File: config.mk
export PLATFORM = sky130hd
export DESIGN_NAME = fetch_frontend
export DESIGN_NICKNAME = d
export VERILOG_FILES = /design/src/source/fetch_pkg.sv /design/src/source/fetch_csr.sv /design/src/source/fetch_frontend.sv /design/src/source/fetch_pc_gen.sv /design/src/source/iaddr_trans.sv
export VERILOG_INCLUDE_DIRS = /design/src /design/src/source
export SDC_FILE = /design/constraint.sdc
export NUM_CORES = 1
export LEC_CHECK = 0
export BUFFER_PORTS_ARGS = -buffer_cell sky130_fd_sc_hd__buf_2
export CAP_MARGIN = 20
export CORE_MARGIN = 3
export CORE_UTILIZATION = 62
export CTS_CLUSTER_SIZE = 14
export DETAILED_ROUTE_END_ITERATION = 8
export PLACE_DENSITY = 0.88
export SETUP_SLACK_MARGIN = 0.4
export SLEW_MARGIN = 20
export SYNTH_ARGS = -nofsm -noshare
export SYNTH_HDL_FRONTEND = slang
export SYNTH_HIERARCHICAL = 1
export SYNTH_SLANG_ARGS = --single-unit
File: constraint.sdc
create_clock -name clk -period 4.45 [get_ports clk]
set_clock_uncertainty 0.1 [all_clocks]
set_input_delay 1.1125 -clock clk [delete_from_list [all_inputs] [get_ports clk]]
set_output_delay 1.1125 -clock clk [all_outputs]
set_load 0.01 [all_outputs]
File: src/source/fetch_defs.svh
`ifndef FETCH_DEFS_SVH
`define FETCH_DEFS_SVH

// ============================================================
// Fetch address after reset
// ============================================================
`define FETCH_RESET_PC 32'h1c000000

// ============================================================
// crmd fields
// ============================================================
`define CRMD_PLV  1:0 // current privilege level.
`define CRMD_DA   3   // direct address translation enable.
`define CRMD_DATF 6:5 // memory access type for instruction fetch in DA mode.

// ============================================================
// Direct mapping window fields (dmw0, dmw1)
// ============================================================
`define DMW_PLV0 0     // window usable at privilege level 0.
`define DMW_PLV3 3     // window usable at privilege level 3.
`define DMW_MAT  5:4   // memory access type of the window.
`define DMW_PSEG 27:25 // physical segment, placed in paddr bits 31:29.
`define DMW_VSEG 31:29 // virtual segment, compared with vaddr bits 31:29.

`endif

File: src/source/fetch_pkg.sv
package fetch_pkg;

  // translation control registers seen by the fetch path.
  typedef struct packed {
    logic [31:0] crmd;
    logic [31:0] dmw0;
    logic [31:0] dmw1;
  } csr_t;

  // target of a control register write.
  typedef enum logic [1:0] {
    CSR_CRMD = 2'd0,
    CSR_DMW0 = 2'd1,
    CSR_DMW1 = 2'd2
  } csr_sel_e;

  // Exception flags raised on the fetch path. Only adef is produced
  // without a TLB, the others stay zero.
  typedef struct packed {
    logic adef;
    logic tlbr;
    logic pif;
    logic ppi;
  } fetch_excp_t;

  // request handed to the cache stage.
  typedef struct packed {
    logic        valid;
    logic [31:0] pc;       // virtual fetch address.
    logic [31:0] paddr;
    logic        uncached;
    fetch_excp_t excp;
  } fetch_req_t;

endpackage

File: src/source/fetch_csr.sv
`timescale 1ns/1ps
`include "fetch_defs.svh"

module fetch_csr import fetch_pkg::*; (
  input  logic        clk,
  input  logic        rst_i,

  input  logic        we_i,
  input  csr_sel_e    sel_i,
  input  logic [31:0] wdata_i,

  output csr_t        csr_o,
  output logic        flush_o
);

  csr_t csr_q;
  logic flush_q;

  // ============================================================
  // Register file
  // ============================================================
  always_ff @(posedge clk) begin
    if (rst_i) begin
      csr_q                <= '0;
      csr_q.crmd[`CRMD_DA] <= 1'b1; // come out of reset in direct address mode.
    end else if (we_i) begin
      case (sel_i)
        CSR_CRMD: csr_q.crmd <= wdata_i;
        CSR_DMW0: csr_q.dmw0 <= wdata_i;
        CSR_DMW1: csr_q.dmw1 <= wdata_i;
        default: ; // unused encoding writes nothing.
      endcase
    end
  end

  // ============================================================
  // Flush pulse
  // ============================================================
  // Any write changes how the request in flight was translated, so the
  // pulse lines up with the first cycle that shows the new values.
  always_ff @(posedge clk) begin
    if (rst_i) begin
      flush_q <= 1'b0;
    end else begin
      flush_q <= we_i;
    end
  end

  assign csr_o   = csr_q;
  assign flush_o = flush_q;

endmodule

File: src/source/fetch_frontend.sv
`timescale 1ns/1ps

module fetch_frontend import fetch_pkg::*; (
  input  logic        clk,
  input  logic        rst_i,
  input  logic        f_stall_i,

  input  logic        redirect_i,
  input  logic [31:0] redirect_pc_i,

  input  logic        csr_we_i,
  input  csr_sel_e    csr_sel_i,
  input  logic [31:0] csr_wdata_i,

  output fetch_req_t  fetch_o
);

  csr_t        csr;
  logic        flush;
  logic [31:0] pc;
  logic        pc_valid;
  logic [31:0] stage_pc;

  fetch_csr csr_i (
    .clk     (clk),
    .rst_i   (rst_i),
    .we_i    (csr_we_i),
    .sel_i   (csr_sel_i),
    .wdata_i (csr_wdata_i),
    .csr_o   (csr),
    .flush_o (flush)
  );

  fetch_pc_gen pc_gen_i (
    .clk           (clk),
    .rst_i         (rst_i),
    .stall_i       (f_stall_i),
    .redirect_i    (redirect_i),
    .redirect_pc_i (redirect_pc_i),
    .flush_i       (flush),
    .refetch_pc_i  (stage_pc),
    .pc_o          (pc),
    .valid_o       (pc_valid)
  );

  iaddr_trans trans_i (
    .clk        (clk),
    .rst_i      (rst_i),
    .valid_i    (pc_valid),
    .vaddr_i    (pc),
    .stall_i    (f_stall_i),
    .flush_i    (flush),
    .csr_i      (csr),
    .req_o      (fetch_o),
    .stage_pc_o (stage_pc)
  );

endmodule

File: src/source/fetch_pc_gen.sv
`timescale 1ns/1ps
`include "fetch_defs.svh"

module fetch_pc_gen (
  input  logic        clk,
  input  logic        rst_i,
  input  logic        stall_i,

  input  logic        redirect_i,
  input  logic [31:0] redirect_pc_i,

  input  logic        flush_i,
  input  logic [31:0] refetch_pc_i,

  output logic [31:0] pc_o,
  output logic        valid_o
);

  logic [31:0] pc_q;
  logic [31:0] pc_d;
  logic        valid_q;

  // redirect beats refetch, and both beat the sequential step.
  always_comb begin
    pc_d = pc_q;
    if (redirect_i) begin
      pc_d = redirect_pc_i;
    end else if (flush_i) begin
      pc_d = refetch_pc_i;
    end else if (valid_q && !stall_i) begin
      pc_d = pc_q + 32'd4; // next sequential word.
    end
  end

  always_ff @(posedge clk) begin
    if (rst_i) begin
      pc_q    <= `FETCH_RESET_PC;
      valid_q <= 1'b0;
    end else begin
      pc_q    <= pc_d;
      valid_q <= 1'b1; // fetching runs without a break once out of reset.
    end
  end

  assign pc_o    = pc_q;
  assign valid_o = valid_q;

endmodule

File: src/source/iaddr_trans.sv
`timescale 1ns/1ps
`include "fetch_defs.svh"

module iaddr_trans import fetch_pkg::*; (
  input  logic        clk,
  input  logic        rst_i,

  input  logic        valid_i,
  input  logic [31:0] vaddr_i,

  input  logic        stall_i,
  input  logic        flush_i,

  input  csr_t        csr_i,

  output fetch_req_t  req_o,
  output logic [31:0] stage_pc_o
);

  // ============================================================
  // Mode and window decode
  // ============================================================
  logic       da_mode;
  logic [1:0] da_matf;
  logic       plv0;
  logic       plv3;
  logic       dmw0_hit;
  logic       dmw1_hit;
  logic       uncached;
  logic [2:0] pseg;
  logic       adef;

  assign da_mode = csr_i.crmd[`CRMD_DA];
  assign da_matf = csr_i.crmd[`CRMD_DATF];
  assign plv0    = csr_i.crmd[`CRMD_PLV] == 2'd0;
  assign plv3    = csr_i.crmd[`CRMD_PLV] == 2'd3;

  assign dmw0_hit = ((csr_i.dmw0[`DMW_PLV0] && plv0) || (csr_i.dmw0[`DMW_PLV3] && plv3)) &&
                    (csr_i.dmw0[`DMW_VSEG] == vaddr_i[31:29]);
  assign dmw1_hit = ((csr_i.dmw1[`DMW_PLV0] && plv0) || (csr_i.dmw1[`DMW_PLV3] && plv3)) &&
                    (csr_i.dmw1[`DMW_VSEG] == vaddr_i[31:29]);

  always_comb begin
    if (da_mode) begin
      pseg     = vaddr_i[31:29]; // identity mapping.
      uncached = da_matf != 2'd1;
    end else if (dmw0_hit) begin
      pseg     = csr_i.dmw0[`DMW_PSEG]; // dmw0 has priority.
      uncached = csr_i.dmw0[`DMW_MAT] != 2'd1;
    end else begin
      pseg     = csr_i.dmw1[`DMW_PSEG];
      uncached = csr_i.dmw1[`DMW_MAT] != 2'd1;
    end
  end

  assign adef = (|vaddr_i[1:0]) || (!da_mode && !dmw0_hit && !dmw1_hit);

  // ============================================================
  // Stage registers
  // ============================================================
  logic        valid_q;
  logic [31:0] pc_q;
  logic [31:0] paddr_q;
  logic        uncached_q;
  logic        adef_q;

  // A flush drops whatever was sampled on the same edge too, since the PC
  // generator refetches the killed address afterwards.
  always_ff @(posedge clk) begin
    if (rst_i) begin
      valid_q <= 1'b0;
    end else if (flush_i) begin
      valid_q <= 1'b0;
    end else if (!stall_i) begin
      valid_q <= valid_i;
    end
  end

  always_ff @(posedge clk) begin
    if (!stall_i) begin
      pc_q       <= vaddr_i;
      paddr_q    <= {pseg, vaddr_i[28:0]};
      uncached_q <= uncached;
      adef_q     <= adef;
    end
  end

  always_comb begin
    req_o.valid     = valid_q && !flush_i; // stale translation is not passed on.
    req_o.pc        = pc_q;
    req_o.paddr     = paddr_q;
    req_o.uncached  = uncached_q;
    req_o.excp.adef = adef_q;
    req_o.excp.tlbr = 1'b0;
    req_o.excp.pif  = 1'b0;
    req_o.excp.ppi  = 1'b0;
  end

  // oldest address not yet delivered. With the stage empty it is still
  // waiting at the input.
  assign stage_pc_o = valid_q ? pc_q : vaddr_i;

endmodule

==> results of run 1 <==
## worst reg2reg max path, stage by stage (launching register included)
cell	delay, ps
sky130_fd_sc_hd__dfxtp_1	830
sky130_fd_sc_hd__nor2_1	360
sky130_fd_sc_hd__nand2_1	390
sky130_fd_sc_hd__nand3_1	150
sky130_fd_sc_hd__or4_1	500
sky130_fd_sc_hd__a31oi_1	170
## power by group through the flow
| stage | registers, W | clock network, W | logic [W] |
|---|---|---|---|
| after global placement | 0.00105 | 0 | 0.000284 |
| after detailed placement | 0.00106 | 0 | 0.000293 |
| final | 0.00104 | 0.000644 | 0.000297 |
| after global routing | 0.00105 | 0.000691 | 0.000324 |
| after CTS | 0.00104 | 0.000652 | 0.000295 |
| after floorplan | 0.00105 | 0 | 0.000211 |
## path summary, 6_finish.rpt
path | startpoint | to | depth (start not counted) | slack [ps]
max | csr_i/flush_o | fetch_o[69] | 2 | 1700
min | csr_i/csr_o[70] | csr_i/csr_o[70] | 2 | 380
max reg2reg | csr_i/flush_o | pc_gen_i/pc_o[31] | 5 | 1880
min reg2reg | csr_i/csr_o[70] | csr_i/csr_o[70] | 2 | 380
## state kept, by name, summed over array words and instances, names as in the netlist
register / flops
trans_i/valid_q: 1
trans_i/uncached_q: 1
trans_i/paddr_q: 3
trans_i/adef_q: 1
trans_i/pc_q: 32
pc_gen_i/valid_o: 1
pc_gen_i/pc_o: 32
csr_i/csr_o: 25
csr_i/flush_o: 1
## through the flow
step / worst slack (ps) / instances / power (W)
floorplan: 2000 / 544 / 0.00126
global placement: 1480 / 700 / 0.00134
detailed placement: 1470 / 700 / 0.00135
CTS: 1720 / 716 / 0.00198
global route: 1610 / 716 / 0.00206
finish: 1700 / 716 / 0.00198
## metal layers
metal / up-vias / part of all wire, % / wire length, µm
li1: 2096 / - / -
met2: 258 / 49 / 6430
met3: 39 / 10 / 1370
met5: - / 0 / 0
met1: 2057 / 38 / 4970
met4: 0 / 2.3 / 295
## layout make-up
type | instances | area [µm²] | share of cell area (%)
Inverter | 8 | 30.0 | 0.497
Sequential cell | 97 | 2310 | 38.3
Multi-Input combinational cell | 363 | 2690 | 44.5
Clock buffer | 12 | 145 | 2.40
Clock inverter | 4 | 76.3 | 1.26
Timing Repair Buffer | 127 | 661 | 10.9
Tap cell | 105 | 131 | 2.17
## placed cells by master (no fill, tap or decap), types with 13 or more instances in the layout
| cell | instances |
|---|---|
| sky130_fd_sc_hd__nor2_1 | 26 |
| sky130_fd_sc_hd__nand2b_1 | 41 |
| sky130_fd_sc_hd__mux2i_1 | 33 |
| sky130_fd_sc_hd__dfxtp_1 | 60 |
| sky130_fd_sc_hd__nand2_1 | 25 |
| sky130_fd_sc_hd__mux2_2 | 36 |
| sky130_fd_sc_hd__nor3_1 | 13 |
| sky130_fd_sc_hd__buf_2 | 117 |
| sky130_fd_sc_hd__edfxtp_1 | 37 |
| sky130_fd_sc_hd__nand3_1 | 24 |
| sky130_fd_sc_hd__a21oi_1 | 21 |
==> impl_results.html, run 1 <==
<table>
<tr><th>Metric</th><th>Value</th></tr>
<tr><th colspan="2">STA</th></tr>
<tr><td>Achievable frequency</td><td>0.364 GHz</td></tr>
<tr><td>Relative max-transition margin</td><td>46.1%</td></tr>
<tr><td>Number of endpoints with negative hold slack in the final report</td><td>0</td></tr>
<tr><td>Setup Viol. Count Final</td><td>0</td></tr>
<tr><td>Setup Total Neg Slack</td><td>0 ps</td></tr>
<tr><td>Final Max Slew Viols</td><td>0</td></tr>
<tr><td>Worst-margin pin slew</td><td>807 ps</td></tr>
<tr><td>RSZ-0062 raised after global routing</td><td>false</td></tr>
<tr><td>Final period demand of the worst path</td><td>2750 ps</td></tr>
<tr><td>WHS</td><td>380 ps</td></tr>
<tr><td>Final critical-path share of the clock period</td><td>61.7%</td></tr>
<tr><th colspan="2">GRT</th></tr>
<tr><td>Antenna violations before repair</td><td>0</td></tr>
<tr><td>Met3 Resource Use GR</td><td>6.46%</td></tr>
<tr><td>Met2 demand-to-capacity share in global routing</td><td>46.0%</td></tr>
<tr><td>Tot GR Track Use</td><td>26.5%</td></tr>
<tr><td>Total gr overflow</td><td>0</td></tr>
<tr><td>Maximum number of pins on one net before global-route repair</td><td>66</td></tr>
<tr><td>Global-route wire length before repair</td><td>21,300 µm</td></tr>
<tr><td>Vias in the first global route</td><td>4,447</td></tr>
<tr><td>Met1 Use GR</td><td>32.0%</td></tr>
<tr><td>Gr busiest metal</td><td>met2</td></tr>
<tr><th colspan="2">Clock tree</th></tr>
<tr><td>Clock latency of the later-clocked register in the worst-skew pair</td><td>360 ps</td></tr>
<tr><td># hold bufs at CTS</td><td>0</td></tr>
<tr><td>PostCTS Resize Cnt</td><td>0</td></tr>
<tr><td>Register clock-pin slew on the reported worst setup and hold paths</td><td>100 ps</td></tr>
<tr><td>CTS max path bufs</td><td>2</td></tr>
<tr><td>CTS H-tree lvls</td><td>3</td></tr>
<tr><td>Post-CTS Setup Inserts</td><td>0</td></tr>
<tr><td>Number of CTS-inserted buffers</td><td>9</td></tr>
<tr><td>Clock sink count</td><td>97</td></tr>
<tr><td>Library cell used as clock root buffer</td><td>sky130_fd_sc_hd__clkbuf_8</td></tr>
<tr><td>CTS tree</td><td>yes</td></tr>
<tr><th colspan="2">Power</th></tr>
<tr><td>Internal power of the cells</td><td>0.00145 W</td></tr>
<tr><td>Net switching share of the total power</td><td>26.6%</td></tr>
<tr><td>Sequential share of power</td><td>52.4%</td></tr>
<tr><td>Combinational cell fraction of total power</td><td>15.0%</td></tr>
<tr><td>Peak supply drop</td><td>0.261 mV</td></tr>
<tr><td>Leakage Power</td><td>2.56 nW</td></tr>
<tr><td>Net load switching power</td><td>0.000525 W</td></tr>
<tr><td>Cell area power density</td><td>327 nW/µm²</td></tr>
<tr><td>Clock share of power</td><td>32.6%</td></tr>
<tr><th colspan="2">Setup path</th></tr>
<tr><td>CP peak stage delay</td><td>830 ps</td></tr>
<tr><td>Startpoint class of the critical path</td><td>flop</td></tr>
<tr><td>Critical path endpoint category</td><td>output pin</td></tr>
<tr><td>Data required time of the worst path</td><td>3240 ps</td></tr>
<tr><td>CP cell instances</td><td>nor2b_1 &gt; buf_2</td></tr>
<tr><td>Critical Path Slowest Stage Cell</td><td>sky130_fd_sc_hd__dfxtp_1</td></tr>
<tr><td>Worst endpoint data arrival time</td><td>1530 ps</td></tr>
<tr><td>Critical path buffers and inverters</td><td>1</td></tr>
<tr><td>Kind of cell with the highest combined delay on the critical path</td><td>flip-flops</td></tr>
<tr><td>Type of the worst setup path</td><td>flop to output pin</td></tr>
<tr><td>Largest driver fanout on the critical path</td><td>21</td></tr>
<tr><th colspan="2">Final layout</th></tr>
<tr><td>Antenna diode instance count</td><td>0</td></tr>
<tr><td>Final cell utilization of the core</td><td>72.1%</td></tr>
<tr><td>Cell area after layout</td><td>6040 µm²</td></tr>
<tr><td># fillers</td><td>653</td></tr>
<tr><td># nets final</td><td>678</td></tr>
<tr><td>Area delta synth-&gt;final</td><td>10.5%</td></tr>
<tr><td>Fraction of layout cells with a size suffix above 1</td><td>31.6%</td></tr>
<tr><th colspan="2">Floorplan</th></tr>
<tr><td>Top-level port count</td><td>141</td></tr>
<tr><td>Die X-Extent</td><td>99.9 µm</td></tr>
<tr><td>Standard-cell rows</td><td>33</td></tr>
<tr><td>Standard cell core area</td><td>8380 µm²</td></tr>
<tr><td>Area enclosed by the die boundary</td><td>9980 µm²</td></tr>
<tr><td>Die span in y</td><td>99.9 µm</td></tr>
<tr><td>Effective utilization at floorplan</td><td>65.2%</td></tr>
<tr><th colspan="2">Place</th></tr>
<tr><td>Detail Placement HPWL</td><td>8970 µm</td></tr>
<tr><td>Placed Instance Area</td><td>5820 µm²</td></tr>
<tr><td>Placer's final routability congestion estimate</td><td>0.933</td></tr>
<tr><td>Count of input and output buffers</td><td>117</td></tr>
<tr><th colspan="2">Drt</th></tr>
<tr><td>Routed via count</td><td>4,450</td></tr>
<tr><td>Antenna-violating nets left</td><td>0</td></tr>
<tr><td>Number of search-and-repair iterations in the first detailed-routing pass</td><td>6</td></tr>
<tr><td>Mean routed wirelength per cell</td><td>18.2 µm</td></tr>
<tr><td>Post-route DRC violation count</td><td>0</td></tr>
<tr><td>Number of violations reported at the end of detailed-routing iteration 0</td><td>294</td></tr>
<tr><td>Total Wirelength</td><td>13,100 µm</td></tr>
<tr><td>Via density</td><td>6.22</td></tr>
<tr><th colspan="2">Logic synthesis</th></tr>
<tr><td>Post-synthesis cell area</td><td>5470 µm²</td></tr>
<tr><td>Yosys warning count</td><td>6</td></tr>
<tr><td>Synth Area per Inst</td><td>10.1 µm²</td></tr>
<tr><td>Instance count of the mapped netlist</td><td>542</td></tr>
<tr><th colspan="2">Min path</th></tr>
<tr><td>Class of the tightest hold or removal check</td><td>flop to flop</td></tr>
<tr><th colspan="2">Run status</th></tr>
<tr><td>Outcome</td><td>completed</td></tr>
<tr><th colspan="2">Flow run</th></tr>
<tr><td>Maximum Capacitance Violations</td><td>0</td></tr>
</table>
Power figures use the tool's default switching activity.
==> run 2, diff against run 1 <==
- CORE_UTILIZATION: 62 -> 52
- PLACE_DENSITY: 0.88 -> 0.79
- clock period: 4.45 -> 2.5 ns (I/O delays scaled with it)
==> run 2 against run 1 <==
Effect of this change: first-iteration DRC count shrank 2.0%; critical path depth grew 3; die area grew 18%; utilization shrank 9.0 points; critical path type is now flop to flop; largest cell class unchanged; largest power group unchanged.
==> impl_results.html, run 2 (synthesis gave the netlist of run 1 again) <==
<table>
<tr><th>Metric</th><th>Value</th></tr>
<tr><th colspan="2">Drt</th></tr>
<tr><td>Number of violations reported at the end of detailed-routing iteration 0</td><td>288</td></tr>
<tr><td>Number of search-and-repair iterations in the first detailed-routing pass</td><td>5</td></tr>
<tr><td>Routed via count</td><td>4,586</td></tr>
<tr><td>Total Wirelength</td><td>13,600 µm</td></tr>
<tr><td>Antenna-violating nets left</td><td>0</td></tr>
<tr><td>Post-route DRC violation count</td><td>0</td></tr>
<tr><td>Mean routed wirelength per cell</td><td>17.7 µm</td></tr>
<tr><td>Via density</td><td>5.96</td></tr>
<tr><th colspan="2">Floorplan</th></tr>
<tr><td>Area enclosed by the die boundary</td><td>11,800 µm²</td></tr>
<tr><td>Effective utilization at floorplan</td><td>54.7%</td></tr>
<tr><td>Die span in y</td><td>109 µm</td></tr>
<tr><td>Top-level port count</td><td>141</td></tr>
<tr><td>Die X-Extent</td><td>109 µm</td></tr>
<tr><td>Standard cell core area</td><td>10000 µm²</td></tr>
<tr><td>Standard-cell rows</td><td>36</td></tr>
<tr><th colspan="2">Final layout</th></tr>
<tr><td># nets final</td><td>704</td></tr>
<tr><td>Post-Layout Cell Count</td><td>770</td></tr>
<tr><td># fillers</td><td>850</td></tr>
<tr><td>Fraction of layout cells with a size suffix above 1</td><td>37.8%</td></tr>
<tr><td>Antenna diode instance count</td><td>0</td></tr>
<tr><td>Final cell utilization of the core</td><td>63.1%</td></tr>
<tr><td>Top library cells by usage in the layout, fill and taps aside</td><td>117 x sky130_fd_sc_hd__buf_2, 47 x sky130_fd_sc_hd__dfxtp_1, 41 x sky130_fd_sc_hd__nand2b_1</td></tr>
<tr><td>Area delta synth-&gt;final</td><td>15.4%</td></tr>
<tr><td>Most common cell after layout, fill and taps aside</td><td>sky130_fd_sc_hd__buf_2</td></tr>
<tr><th colspan="2">Place</th></tr>
<tr><td>Placer's final routability congestion estimate</td><td>0.833</td></tr>
<tr><td>Count of input and output buffers</td><td>117</td></tr>
<tr><td>Total placed cells including tap cells</td><td>745</td></tr>
<tr><td>Detail Placement HPWL</td><td>9780 µm</td></tr>
<tr><th colspan="2">Setup path</th></tr>
<tr><td>Data required time of the worst path</td><td>2500 ps</td></tr>
<tr><td>Critical path buffers and inverters</td><td>1</td></tr>
<tr><td>Startpoint class of the critical path</td><td>flop</td></tr>
<tr><td>CP cell instances</td><td>or3b_4 &gt; a2111oi_4 &gt; buf_4 &gt; mux2_4 &gt; mux2_4</td></tr>
<tr><td>Type of the worst setup path</td><td>flop to flop</td></tr>
<tr><td>Largest driver fanout on the critical path</td><td>4</td></tr>
<tr><td>CP peak stage delay</td><td>400 ps</td></tr>
<tr><td>Critical Path Slowest Stage Cell</td><td>sky130_fd_sc_hd__or3b_4</td></tr>
<tr><td>Crit-path most repeated cell</td><td>sky130_fd_sc_hd__mux2_4</td></tr>
<tr><td>Worst endpoint data arrival time</td><td>2160 ps</td></tr>
<tr><td>Kind of cell with the highest combined delay on the critical path</td><td>multiplexers</td></tr>
<tr><td>Critical path endpoint category</td><td>flop</td></tr>
<tr><th colspan="2">Flow run</th></tr>
<tr><td>Maximum Capacitance Violations</td><td>0</td></tr>
<tr><th colspan="2">Power</th></tr>
<tr><td>Peak supply drop</td><td>0.336 mV</td></tr>
<tr><td>Leakage Power</td><td>2.71 nW</td></tr>
<tr><td>Cell area power density</td><td>531 nW/µm²</td></tr>
<tr><th colspan="2">STA</th></tr>
<tr><td>Final period demand of the worst path</td><td>2160 ps</td></tr>
<tr><td>Achievable frequency</td><td>0.463 GHz</td></tr>
<tr><td>Setup Viol. Count Final</td><td>0</td></tr>
<tr><td>Final critical-path share of the clock period</td><td>86.3%</td></tr>
<tr><td>Final Max Slew Viols</td><td>0</td></tr>
<tr><td>RSZ-0062 raised after global routing</td><td>true</td></tr>
<tr><td>Number of endpoints with negative hold slack in the final report</td><td>0</td></tr>
<tr><td>Worst-margin pin slew</td><td>688 ps</td></tr>
<tr><td>Setup Total Neg Slack</td><td>0 ps</td></tr>
<tr><td>Relative max-transition margin</td><td>54.0%</td></tr>
<tr><th colspan="2">GRT</th></tr>
<tr><td>Tot GR Track Use</td><td>23.0%</td></tr>
<tr><td>Maximum number of pins on one net before global-route repair</td><td>53</td></tr>
<tr><td>Vias in the first global route</td><td>4,375</td></tr>
<tr><td>Antenna violations before repair</td><td>1</td></tr>
<tr><td>Global-route wire length before repair</td><td>21,500 µm</td></tr>
<tr><td>Total gr overflow</td><td>0</td></tr>
<tr><th colspan="2">Clock tree</th></tr>
<tr><td>Register clock-pin slew on the reported worst setup and hold paths</td><td>80 ps</td></tr>
<tr><td>Clock latency of the later-clocked register in the worst-skew pair</td><td>360 ps</td></tr>
<tr><td>Library cell used as clock root buffer</td><td>sky130_fd_sc_hd__clkbuf_8</td></tr>
<tr><td>CTS tree</td><td>yes</td></tr>
<tr><td>CTS max path bufs</td><td>2</td></tr>
<tr><td>Clock sink count</td><td>97</td></tr>
<tr><td>CTS H-tree lvls</td><td>3</td></tr>
<tr><td># hold bufs at CTS</td><td>0</td></tr>
<tr><td>Number of CTS-inserted buffers</td><td>9</td></tr>
<tr><th colspan="2">Min path</th></tr>
<tr><td>Class of the tightest hold or removal check</td><td>flop to flop</td></tr>
<tr><th colspan="2">Run status</th></tr>
<tr><td>Outcome</td><td>completed</td></tr>
</table>
## run 2: changes by cell type in the layout (fill, tap and decap cells not counted), sizes merged
cell / previous run / this run
buf: 127 / 153
bufinv: 2 / 0
clkbuf: 12 / 10
inv: 8 / 10
clkinv: 1 / 3
## run 2: routing by layer
metal / track usage (%) / share of wire, % / vias to the layer above
li1: - / - / 2149
met1: 29.0 / 41 / 2206
met2: 40.0 / 50 / 201
met3: 4.60 / 7.3 / 28
met4: 6.40 / 1.8 / 2
met5: 0 / 0.095 / -
## run 2: path summary, 6_finish.rpt
check                                     start                   to  slack [ps]  cells after the start
worst max register to register  csr_i/csr_o[65]  trans_i/paddr_q[31]         340                      5
worst min-delay path            csr_i/csr_o[37]      csr_i/csr_o[37]         380                      2
worst min register to register  csr_i/csr_o[37]      csr_i/csr_o[37]         380                      2
worst max-delay path            csr_i/csr_o[65]  trans_i/paddr_q[31]         340                      5
## run 2: worst min-delay path, stage by stage, from the launching register on
cell and delay, ps:
sky130_fd_sc_hd__dfxtp_1 310, sky130_fd_sc_hd__nand2b_1 60, sky130_fd_sc_hd__mux2i_1 60
## run 2: report_power, final
group | switching, W | total, W | leakage (nW) | internal [W]
registers | 0.0000995 | 0.00184 | 0.870 | 0.00174
clock network | 0.000555 | 0.000947 | 0.0930 | 0.000392
logic | 0.000296 | 0.000563 | 1.75 | 0.000267
## run 2: layout make-up
type                    count  area (µm²)  share of cell area, %
repair buffers            153         860                   13.6
well taps                 133         166                   2.64
clock buffers              10         138                   2.18
flip-flops and latches     97        2330                   37.0
clock inverters             6        41.3                  0.654
inverters                   8        30.0                  0.476
multi-input cells         363        2740                   43.4
## run 2: metrics by stage
stage	worst slack (ps)	area, µm²	power, W	hold WS (ps)
3_3_place_gp	249	5980	0.00240	357
6_report	342	6310	0.00335	378
5_1_grt	278	6310	0.00350	402
4_1_cts	319	6250	0.00335	376
3_5_place_dp	165	5980	0.00242	361
2_1_floorplan	410	5480	0.00225	345
## run 2: what timing repair did
action	4_1_cts	5_1_grt
pin swaps	4	4
buffers inserted	7	2
endpoints found under the setup margin	12	16
resized for setup	8	19
